<file path="src/mem_cfg_pkg.sv">
`default_nettype none

package mem_cfg_pkg;

   // Word width is fixed; byte merge and strobes assume four bytes
   localparam int DATA_W = 32;
   localparam int STRB_W = DATA_W / 8;    // One strobe per byte

   // Hit and miss counters wrap at the top
   localparam int CNT_W = 16;

   // Front-end word address, MSB selects the control space
   localparam int DEF_ADDR_W = 12;

   // Cache index width, 16 lines
   localparam int DEF_LINE_OFF_W = 4;

endpackage

`default_nettype wire

</file>
<file path="src/mem_types_pkg.sv">
`default_nettype none

package mem_types_pkg;

   // Data cache FSM
   typedef enum logic [1:0] {
      ST_IDLE  = 2'd0,    // Waiting for a request
      ST_RESP  = 2'd1,    // Read hit answer
      ST_MISS  = 2'd2,    // Fetching one word
      ST_WRITE = 2'd3     // Write-through in flight
   } cache_state_e;

   // AXI4-Lite master FSM
   typedef enum logic [1:0] {
      AX_IDLE  = 2'd0,
      AX_READ  = 2'd1,    // AR issued, waiting on R
      AX_WRITE = 2'd2,    // AW/W issued, waiting on B
      AX_DONE  = 2'd3     // Answer back to the cache
   } axi_state_e;

   // Control-space word offsets
   typedef enum logic [1:0] {
      CTRL_INVALIDATE = 2'd0,    // Write only
      CTRL_HITS       = 2'd1,    // Read hit counter
      CTRL_MISSES     = 2'd2     // Read miss counter
   } ctrl_reg_e;

endpackage

`default_nettype wire

</file>
<file path="src/cache_bus_if.sv">
`timescale 1ns/10ps
`default_nettype none

// Native word bus, request held until a one-cycle ready
interface cache_bus_if #(
   parameter int AW = mem_cfg_pkg::DEF_ADDR_W - 1
);

   logic                              valid;
   logic [AW-1:0]                     addr;     // Word address
   logic [mem_cfg_pkg::DATA_W-1:0]    wdata;
   logic [mem_cfg_pkg::STRB_W-1:0]    wstrb;    // Zero means read
   logic [mem_cfg_pkg::DATA_W-1:0]    rdata;    // Valid with ready
   logic                              ready;

   modport requester (
      output valid,
      output addr,
      output wdata,
      output wstrb,
      input  rdata,
      input  ready
   );

   modport responder (
      input  valid,
      input  addr,
      input  wdata,
      input  wstrb,
      output rdata,
      output ready
   );

endinterface

`default_nettype wire

</file>
<file path="src/cache_ctrl_regs.sv">
`timescale 1ns/10ps
`default_nettype none

module cache_ctrl_regs #(
   parameter int ADDR_W = mem_cfg_pkg::DEF_ADDR_W
) (
   input  logic                              clk,
   input  logic                              rst,
   input  logic                              valid,
   input  logic [ADDR_W-1:0]                 addr,
   input  logic [mem_cfg_pkg::DATA_W-1:0]    wdata,
   input  logic [mem_cfg_pkg::STRB_W-1:0]    wstrb,
   output logic [mem_cfg_pkg::DATA_W-1:0]    rdata,
   output logic                              ready,
   cache_bus_if.requester                    cpu,
   input  logic                              rd_hit,
   input  logic                              rd_miss,
   output logic                              inv
);

   localparam int OFF_W = ADDR_W - 1;

   logic                              sel;          // Control space
   logic                              is_wr;
   logic [OFF_W-1:0]                  off;
   logic                              ctrl_req;
   logic                              ctrl_ready;
   logic [mem_cfg_pkg::DATA_W-1:0]    ctrl_rdata;
   logic [mem_cfg_pkg::CNT_W-1:0]     hit_cnt;
   logic [mem_cfg_pkg::CNT_W-1:0]     miss_cnt;

   assign sel   = addr[ADDR_W-1];
   assign off   = addr[OFF_W-1:0];
   assign is_wr = |wstrb;
   assign ctrl_req = valid & sel & ~ctrl_ready;    // New control access only

   // Cache space goes straight through, blocked while inv pulses
   assign cpu.valid = valid & ~sel & ~inv;
   assign cpu.addr  = off;
   assign cpu.wdata = wdata;
   assign cpu.wstrb = wstrb;

   assign ready = sel ? ctrl_ready : cpu.ready;
   assign rdata = sel ? ctrl_rdata : cpu.rdata;

   always_ff @(posedge clk or posedge rst) begin
      if (rst) begin
         ctrl_ready <= 1'b0;
         inv        <= 1'b0;
         hit_cnt    <= '0;
         miss_cnt   <= '0;
      end else begin
         ctrl_ready <= ctrl_req;    // One-cycle answer
         // Only one request in flight, so the cache is idle by now
         inv <= ctrl_ready & is_wr &
                (off == OFF_W'(mem_types_pkg::CTRL_INVALIDATE));
         hit_cnt  <= hit_cnt + mem_cfg_pkg::CNT_W'(rd_hit);      // Wraps
         miss_cnt <= miss_cnt + mem_cfg_pkg::CNT_W'(rd_miss);
      end
   end

   // Register read mux
   always_ff @(posedge clk) begin
      if (ctrl_req) begin
         if (is_wr)
            ctrl_rdata <= '0;
         else if (off == OFF_W'(mem_types_pkg::CTRL_HITS))
            ctrl_rdata <= mem_cfg_pkg::DATA_W'(hit_cnt);
         else if (off == OFF_W'(mem_types_pkg::CTRL_MISSES))
            ctrl_rdata <= mem_cfg_pkg::DATA_W'(miss_cnt);
         else
            ctrl_rdata <= '0;    // Undefined offset
      end
   end

endmodule

`default_nettype wire

</file>
<file path="src/dcache_core.sv">
`timescale 1ns/10ps
`default_nettype none

module dcache_core #(
   parameter int ADDR_W     = mem_cfg_pkg::DEF_ADDR_W,
   parameter int LINE_OFF_W = mem_cfg_pkg::DEF_LINE_OFF_W
) (
   input  logic              clk,
   input  logic              rst,
   cache_bus_if.responder    cpu,
   cache_bus_if.requester    mem,
   input  logic              inv,
   output logic              rd_hit,
   output logic              rd_miss
);

   localparam int WA_W  = ADDR_W - 1;              // Cache-space word address
   localparam int TAG_W = WA_W - LINE_OFF_W;
   localparam int LINES = 1 << LINE_OFF_W;

   mem_types_pkg::cache_state_e       state;

   logic [LINES-1:0]                  line_vld;
   logic [TAG_W-1:0]                  tag_ram [LINES];
   logic [mem_cfg_pkg::DATA_W-1:0]    data_ram [LINES];

   logic [LINE_OFF_W-1:0]             idx;
   logic [TAG_W-1:0]                  tag;
   logic                              hit;
   logic                              is_wr;
   logic                              accept;
   logic                              fill;

   logic [mem_cfg_pkg::DATA_W-1:0]    rdata_q;     // Hit data
   logic                              mem_valid_q;
   logic [WA_W-1:0]                   mem_addr_q;
   logic [mem_cfg_pkg::DATA_W-1:0]    mem_wdata_q;
   logic [mem_cfg_pkg::STRB_W-1:0]    mem_wstrb_q;

   // Address split, held by the requester until ready
   assign idx = cpu.addr[LINE_OFF_W-1:0];
   assign tag = cpu.addr[WA_W-1:LINE_OFF_W];

   assign hit    = line_vld[idx] & (tag_ram[idx] == tag);
   assign is_wr  = |cpu.wstrb;
   assign accept = (state == mem_types_pkg::ST_IDLE) & ~inv & cpu.valid;
   assign fill   = (state == mem_types_pkg::ST_MISS) & mem.ready;

   // One pulse per read for the counters
   assign rd_hit  = accept & ~is_wr & hit;
   assign rd_miss = accept & ~is_wr & ~hit;

   // Miss and write answer in the same cycle as the back-end ready
   assign cpu.ready = (state == mem_types_pkg::ST_RESP) |
                      (((state == mem_types_pkg::ST_MISS) |
                        (state == mem_types_pkg::ST_WRITE)) & mem.ready);
   assign cpu.rdata = (state == mem_types_pkg::ST_MISS) ? mem.rdata : rdata_q;

   assign mem.valid = mem_valid_q;
   assign mem.addr  = mem_addr_q;
   assign mem.wdata = mem_wdata_q;
   assign mem.wstrb = mem_wstrb_q;

   always_ff @(posedge clk or posedge rst) begin
      if (rst) begin
         state       <= mem_types_pkg::ST_IDLE;
         line_vld    <= '0;
         mem_valid_q <= 1'b0;
      end else begin
         case (state)
            mem_types_pkg::ST_IDLE: begin
               if (inv) begin
                  line_vld <= '0;    // Flush all lines at once
               end else if (cpu.valid) begin
                  if (is_wr) begin
                     mem_valid_q <= 1'b1;    // Always write through
                     state       <= mem_types_pkg::ST_WRITE;
                  end else if (hit) begin
                     state <= mem_types_pkg::ST_RESP;
                  end else begin
                     mem_valid_q <= 1'b1;
                     state       <= mem_types_pkg::ST_MISS;
                  end
               end
            end
            mem_types_pkg::ST_RESP:
               state <= mem_types_pkg::ST_IDLE;
            mem_types_pkg::ST_MISS: begin
               if (mem.ready) begin
                  mem_valid_q   <= 1'b0;
                  line_vld[idx] <= 1'b1;
                  state         <= mem_types_pkg::ST_IDLE;
               end
            end
            mem_types_pkg::ST_WRITE: begin
               if (mem.ready) begin
                  mem_valid_q <= 1'b0;
                  state       <= mem_types_pkg::ST_IDLE;
               end
            end
            default: state <= mem_types_pkg::ST_IDLE;
         endcase
      end
   end

   // Arrays and back-end payload
   always_ff @(posedge clk) begin
      if (accept) begin
         mem_addr_q  <= cpu.addr;
         mem_wdata_q <= cpu.wdata;
         mem_wstrb_q <= cpu.wstrb;    // Zero for a read
         rdata_q     <= data_ram[idx];
         if (is_wr && hit) begin
            for (int b = 0; b < mem_cfg_pkg::STRB_W; b++) begin
               if (cpu.wstrb[b])
                  data_ram[idx][8*b +: 8] <= cpu.wdata[8*b +: 8];    // Byte merge
            end
         end
      end
      if (fill) begin
         data_ram[idx] <= mem.rdata;
         tag_ram[idx]  <= tag;
      end
   end

endmodule

`default_nettype wire

</file>
<file path="src/axi_lite_master.sv">
`timescale 1ns/10ps
`default_nettype none

module axi_lite_master #(
   parameter int ADDR_W = mem_cfg_pkg::DEF_ADDR_W
) (
   input  logic                              clk,
   input  logic                              rst,
   cache_bus_if.responder                    mem,
   output logic [ADDR_W:0]                   axi_awaddr,
   output logic                              axi_awvalid,
   input  logic                              axi_awready,
   output logic [mem_cfg_pkg::DATA_W-1:0]    axi_wdata,
   output logic [mem_cfg_pkg::STRB_W-1:0]    axi_wstrb,
   output logic                              axi_wvalid,
   input  logic                              axi_wready,
   input  logic [1:0]                        axi_bresp,    // Ignored
   input  logic                              axi_bvalid,
   output logic                              axi_bready,
   output logic [ADDR_W:0]                   axi_araddr,
   output logic                              axi_arvalid,
   input  logic                              axi_arready,
   input  logic [mem_cfg_pkg::DATA_W-1:0]    axi_rdata,
   input  logic [1:0]                        axi_rresp,    // Ignored
   input  logic                              axi_rvalid,
   output logic                              axi_rready
);

   mem_types_pkg::axi_state_e         state;
   logic [mem_cfg_pkg::DATA_W-1:0]    rdata_q;

   // Word to byte address; payload is held by the cache
   assign axi_awaddr = {mem.addr, 2'b00};
   assign axi_araddr = {mem.addr, 2'b00};
   assign axi_wdata  = mem.wdata;
   assign axi_wstrb  = mem.wstrb;

   // Always ready for the response while waiting
   assign axi_rready = (state == mem_types_pkg::AX_READ);
   assign axi_bready = (state == mem_types_pkg::AX_WRITE);

   assign mem.ready = (state == mem_types_pkg::AX_DONE);
   assign mem.rdata = rdata_q;

   always_ff @(posedge clk or posedge rst) begin
      if (rst) begin
         state       <= mem_types_pkg::AX_IDLE;
         axi_awvalid <= 1'b0;
         axi_wvalid  <= 1'b0;
         axi_arvalid <= 1'b0;
      end else begin
         // Each channel drops on its own handshake
         if (axi_awready)
            axi_awvalid <= 1'b0;
         if (axi_wready)
            axi_wvalid <= 1'b0;
         if (axi_arready)
            axi_arvalid <= 1'b0;
         case (state)
            mem_types_pkg::AX_IDLE: begin
               if (mem.valid) begin
                  if (|mem.wstrb) begin
                     axi_awvalid <= 1'b1;
                     axi_wvalid  <= 1'b1;
                     state       <= mem_types_pkg::AX_WRITE;
                  end else begin
                     axi_arvalid <= 1'b1;
                     state       <= mem_types_pkg::AX_READ;
                  end
               end
            end
            mem_types_pkg::AX_READ:
               if (axi_rvalid) state <= mem_types_pkg::AX_DONE;
            mem_types_pkg::AX_WRITE:
               if (axi_bvalid) state <= mem_types_pkg::AX_DONE;
            default:
               state <= mem_types_pkg::AX_IDLE;    // AX_DONE, ready pulse done
         endcase
      end
   end

   // Read data capture on the R handshake
   always_ff @(posedge clk) begin
      if (axi_rready && axi_rvalid)
         rdata_q <= axi_rdata;
   end

endmodule

`default_nettype wire

</file>
<file path="src/ext_mem.sv">
`timescale 1ns/10ps
`default_nettype none

module ext_mem #(
   parameter int ADDR_W     = mem_cfg_pkg::DEF_ADDR_W,
   parameter int LINE_OFF_W = mem_cfg_pkg::DEF_LINE_OFF_W
) (
   input  logic                              clk,
   input  logic                              rst,
   // Processor side
   input  logic                              valid,
   input  logic [ADDR_W-1:0]                 addr,    // MSB selects control space
   input  logic [mem_cfg_pkg::DATA_W-1:0]    wdata,
   input  logic [mem_cfg_pkg::STRB_W-1:0]    wstrb,
   output logic [mem_cfg_pkg::DATA_W-1:0]    rdata,
   output logic                              ready,
   // AXI4-Lite to external memory
   output logic [ADDR_W:0]                   axi_awaddr,
   output logic                              axi_awvalid,
   input  logic                              axi_awready,
   output logic [mem_cfg_pkg::DATA_W-1:0]    axi_wdata,
   output logic [mem_cfg_pkg::STRB_W-1:0]    axi_wstrb,
   output logic                              axi_wvalid,
   input  logic                              axi_wready,
   input  logic [1:0]                        axi_bresp,
   input  logic                              axi_bvalid,
   output logic                              axi_bready,
   output logic [ADDR_W:0]                   axi_araddr,
   output logic                              axi_arvalid,
   input  logic                              axi_arready,
   input  logic [mem_cfg_pkg::DATA_W-1:0]    axi_rdata,
   input  logic [1:0]                        axi_rresp,
   input  logic                              axi_rvalid,
   output logic                              axi_rready
);

   logic rd_hit;
   logic rd_miss;
   logic inv;

   // Both buses carry the cache-space word address
   cache_bus_if #(.AW(ADDR_W - 1)) cpu_bus ();
   cache_bus_if #(.AW(ADDR_W - 1)) mem_bus ();

   cache_ctrl_regs #(
      .ADDR_W (ADDR_W)
   ) u_ctrl (
      .clk     (clk),
      .rst     (rst),
      .valid   (valid),
      .addr    (addr),
      .wdata   (wdata),
      .wstrb   (wstrb),
      .rdata   (rdata),
      .ready   (ready),
      .cpu     (cpu_bus.requester),
      .rd_hit  (rd_hit),
      .rd_miss (rd_miss),
      .inv     (inv)
   );

   dcache_core #(
      .ADDR_W     (ADDR_W),
      .LINE_OFF_W (LINE_OFF_W)
   ) u_dcache (
      .clk     (clk),
      .rst     (rst),
      .cpu     (cpu_bus.responder),
      .mem     (mem_bus.requester),
      .inv     (inv),
      .rd_hit  (rd_hit),
      .rd_miss (rd_miss)
   );

   axi_lite_master #(
      .ADDR_W (ADDR_W)
   ) u_axi (
      .clk         (clk),
      .rst         (rst),
      .mem         (mem_bus.responder),
      .axi_awaddr  (axi_awaddr),
      .axi_awvalid (axi_awvalid),
      .axi_awready (axi_awready),
      .axi_wdata   (axi_wdata),
      .axi_wstrb   (axi_wstrb),
      .axi_wvalid  (axi_wvalid),
      .axi_wready  (axi_wready),
      .axi_bresp   (axi_bresp),
      .axi_bvalid  (axi_bvalid),
      .axi_bready  (axi_bready),
      .axi_araddr  (axi_araddr),
      .axi_arvalid (axi_arvalid),
      .axi_arready (axi_arready),
      .axi_rdata   (axi_rdata),
      .axi_rresp   (axi_rresp),
      .axi_rvalid  (axi_rvalid),
      .axi_rready  (axi_rready)
   );

endmodule

`default_nettype wire

</file>
<file path="config.mk">
export PLATFORM = sky130hd
export DESIGN_NAME = ext_mem
export DESIGN_NICKNAME = d
export VERILOG_FILES = /design/src/mem_cfg_pkg.sv /design/src/mem_types_pkg.sv /design/src/cache_bus_if.sv /design/src/cache_ctrl_regs.sv /design/src/dcache_core.sv /design/src/axi_lite_master.sv /design/src/ext_mem.sv
export SDC_FILE = /design/constraint.sdc
export NUM_CORES = 1
export LEC_CHECK = 0
export CORE_ASPECT_RATIO = 0.75
export CORE_MARGIN = 1.5
export CORE_UTILIZATION = 62
export CTS_CLUSTER_SIZE = 8
export DETAILED_ROUTE_END_ITERATION = 12
export DONT_BUFFER_PORTS = 1
export PLACE_DENSITY = 0.78
export SETUP_SLACK_MARGIN = 0.1
export SYNTH_ARGS = -nofsm -noshare
export SYNTH_HDL_FRONTEND = slang
export SYNTH_SLANG_ARGS = --single-unit
export TNS_END_PERCENT = 50
</file>
<file path="constraint.sdc">
create_clock -name clk -period 8.1 [get_ports clk]
set_clock_uncertainty 0.15 [all_clocks]
set_input_delay 1.62 -clock clk [delete_from_list [all_inputs] [get_ports clk]]
set_output_delay 1.62 -clock clk [all_outputs]
set_load 0.005 [all_outputs]
</file>
==> summary.txt <==
Routed Antenna Nets: 0
Layout Nets: 1730
H-tree levels: 3
pin count of the biggest net entering global routing: 174
final critical-path required period: 5.01 ns
Inserted Clock Buffers: 111
Post-synth EDFFs: 751
outcome: complete, no violations
Logic pwr share: 8.9%
1st-pass router iterations: 6
Avg Inst Size Synth: 20.1 µm²
Die Area: 0.0531 mm²
post-synthesis cell area: 0.0320 mm²
IO Count: 192
Avg Vias per Cell: 6.93
Fin. Hold Viols: 0
worst slew pin tran: 1.32 ns
asr flop ratio synth: 7.17%
ys flop type: edfxtp_1
WHS: 0.328 ns
Die Width: 265 µm
HP Class: flip-flop to flip-flop
Data required, critical path: 6.33 ns
Lkg Pwr: 11.5 nW
CP bufs+invs: 1
ant diodes: 0
Max Slew Vio Count: 0
clock power share: 41.5%
sequential power share: 49.6%
starting density of the core: 63.4%
Rows: 71
startpoint types: flip-flop
relative max-transition margin: 11.7%
CTS-repair resized insts: 0
CTS sink count: 809
antenna violations before repair: 7
post-CTS setup buffer count: 0
GRT Util Overall: 28.6%
flops & latches, synth: 809
fillcell total: 2870
Clock Pin Slew Worst Setup and Hold Paths: 0.05 ns
Synth Warn #: 0
element type at the critical path end: output port
Critical Path Fanout Max: 23
Critical Path AT: 3.24 ns
CTS hold repair buffers: 0
Root Driver: clkbuf_16
register area share after synthesis: 74.9%
post-DP HPWL: 42400 µm
max-cap viol count: 0
cell internal pwr: 7.64 mW
RD Place Congestion: 0.797
CP cell instances: nor2b_4, buf_4, mux2i_1, o21ai_0
share of cells above drive strength 1: 22.0%
maximum root-to-sink buffer count: 3
WL final: 73800 µm
post-DR wirelength/cell: 31.7 µm
Tcrit/Tclk final: 61.8%
fmax: 200 MHz
vias in the first global route: 16198
initial drt markers: 2292
Setup-failing EPs final: 0
switch share: 23.7%
slowest stage cell on the critical path: mux2i_1
first-pass GRT wire length: 107000 µm
critical path type: flip-flop to output port
Yosys cell types: 50
port bufs: 0
clk_lat worst skew: 0.68 ns
P&R area growth vs syn: 11.0%
Sum Neg Setup Slack: 0 ns
DRC: 0
overflow left after global routing: 0
Core Footprint: 0.0505 mm²
Largest delay share family, worst path: multiplexers
die height: 200 µm
via count: 16109
NetSw: 2.37 mW
PwrDens: 281 mW/mm²
cells after synthesis: 1594
Critical Path Max Stage Delay: 0.81 ns
peak supply drop: 177 µV
RSZ-0062 raised after global routing: false
CTS tree: yes
-- cell usage in the layout, fill, tap and decap left out, drive strengths merged, types with 3 or more instances in the layout --
master   count
mux2i       38
xnor2       35
a21oi       84
o21ai       22
inv         17
nor2        50
nor3         7
o21a        16
mux2        39
ha          10
conb         4
dfrtp       58
a221oi       3
edfxtp     751
nor2b        7
nand4        9
o2111ai      8
nand2b       3
a22oi       16
o22ai        5
and3         5
nand2       79
mux4       186
buf         18
clkinv       5
clkbuf     146
xor2         5
nand3       21
-- cells by family (layout without fill, tap and decap cells) --
group,count (synthesis),after routing,share of synthesized area [%]
multiplexers,263,263,15.7
XOR/XNOR,40,40,1.09
adder cells (fa/ha/maj),10,10,0.391
AO/OA/AOI/OAI,164,164,3.27
buffers and inverters,114,186,1.84
flip-flops,809,809,74.9
other,1,4,0.0117
AND/OR/NAND/NOR,193,193,2.74
-- cells in the mapped netlist, types with 2 or more instances --
cell type  number  area [µm²]
o21a_1         16         120
nand3_1        21         105
xnor2_1        35         307
buf_4          17         128
o21ai_0        22         110
a221oi_1        3        26.3
o2111ai_4       4         105
edfxtp_1      751       22600
xor2_1          5        43.8
buf_2          13        65.1
nand4_1         9        56.3
or4_1           2        15.0
and2_1          2        12.5
nor2b_1         7        43.8
inv_1          14        52.6
a22oi_1        16         120
nand2b_1        3        18.8
o22ai_1         5        31.3
and4_1          2        17.5
mux2i_1        38         380
buf_1          12        45.0
dfrtp_1        58        1450
mux4_1          8         210
nor2_1         50         188
nor3_1          7        35.0
o2111ai_1       4        35.0
a31oi_1         2        12.5
mux2_2         39         439
o31ai_1         2        15.0
clkbuf_1       47         176
and3_1          4        25.0
ha_1           10         125
a21oi_1        84         420
buf_6          11         124
mux4_2        178        4010
nand2_1        79         297
-- power by group through the flow --
stage | registers [mW] | logic (mW) | clock network [mW]
2_1_floorplan | 5.00 | 0.632 | 0
3_3_place_gp | 5.02 | 0.838 | 0
3_5_place_dp | 5.04 | 0.875 | 0
4_1_cts | 4.96 | 0.888 | 4.18
5_1_grt | 4.97 | 0.952 | 4.34
6_report | 4.96 | 0.890 | 4.15
-- cell type report --
cell class	instances	area, µm²	share of cell area (%)
clock buffer	146	2910	8.18
clock inverter	8	150	0.422
inverter	14	55.1	0.155
multi-input combinational	674	7470	21.0
sequential	809	24000	67.5
tap	657	822	2.31
timing repair buffer	18	139	0.391
-- through the flow --
step / area [µm²] / cells / utilization, % / total power [mW] / setup slack (ns)
after floorplan: 32000 / 1597 / - / 5.63 / 3.19
after global placement: 32500 / 2171 / 64.3 / 5.86 / 2.74
after detailed placement: 32500 / 2171 / 64.3 / 5.91 / 2.58
after CTS: 35500 / 2325 / 70.3 / 10.0 / 3.12
after global routing: 35600 / 2326 / 70.3 / 10.3 / 2.91
final: 35600 / 2326 / 70.3 / 10.0 / 3.09
-- path summary, 6_finish.rpt --
| path | slack (ns) | depth (start not counted) | end | startpoint |
|---|---|---|---|---|
| worst max-delay path | 3.09 | 4 | rdata[12] | u_dcache.state[1] |
| worst min-delay path | 0.33 | 1 | u_ctrl.miss_cnt[15] | u_ctrl.miss_cnt[15] |
| worst max register to register | 3.82 | 6 | u_dcache.data_ram[12][13] | u_dcache.state[0] |
| worst min register to register | 0.33 | 1 | u_ctrl.miss_cnt[15] | u_ctrl.miss_cnt[15] |
| max in group asynchronous | 6.41 | 2 | u_ctrl.miss_cnt[15] | rst |
| min in group asynchronous | 0.90 | 2 | u_ctrl.miss_cnt[4] | rst |
-- state kept, by name, indices dropped and copies added (netlist names), 2 cells and up --
signal,count
u_dcache.state,2
u_axi.state,2
u_dcache.mem.wstrb,4
u_axi.mem.rdata,32
u_dcache.mem.addr,11
u_ctrl.hit_cnt,16
u_dcache.tag_ram,112
u_dcache.mem.wdata,32
u_ctrl.ctrl_rdata,16
u_dcache.line_vld,16
u_dcache.data_ram,512
u_ctrl.miss_cnt,16
u_dcache.rdata_q,32
-- routing by layer --
layer,vias up,part of all wire (%),GRT usage (%)
met4,4,2.2,7.79
met5,-,0.037,0
met2,1031,47,43.3
met3,138,11,8.22
met1,8428,40,41.5
li1,6508,-,-
Power figures use the tool's default switching activity.
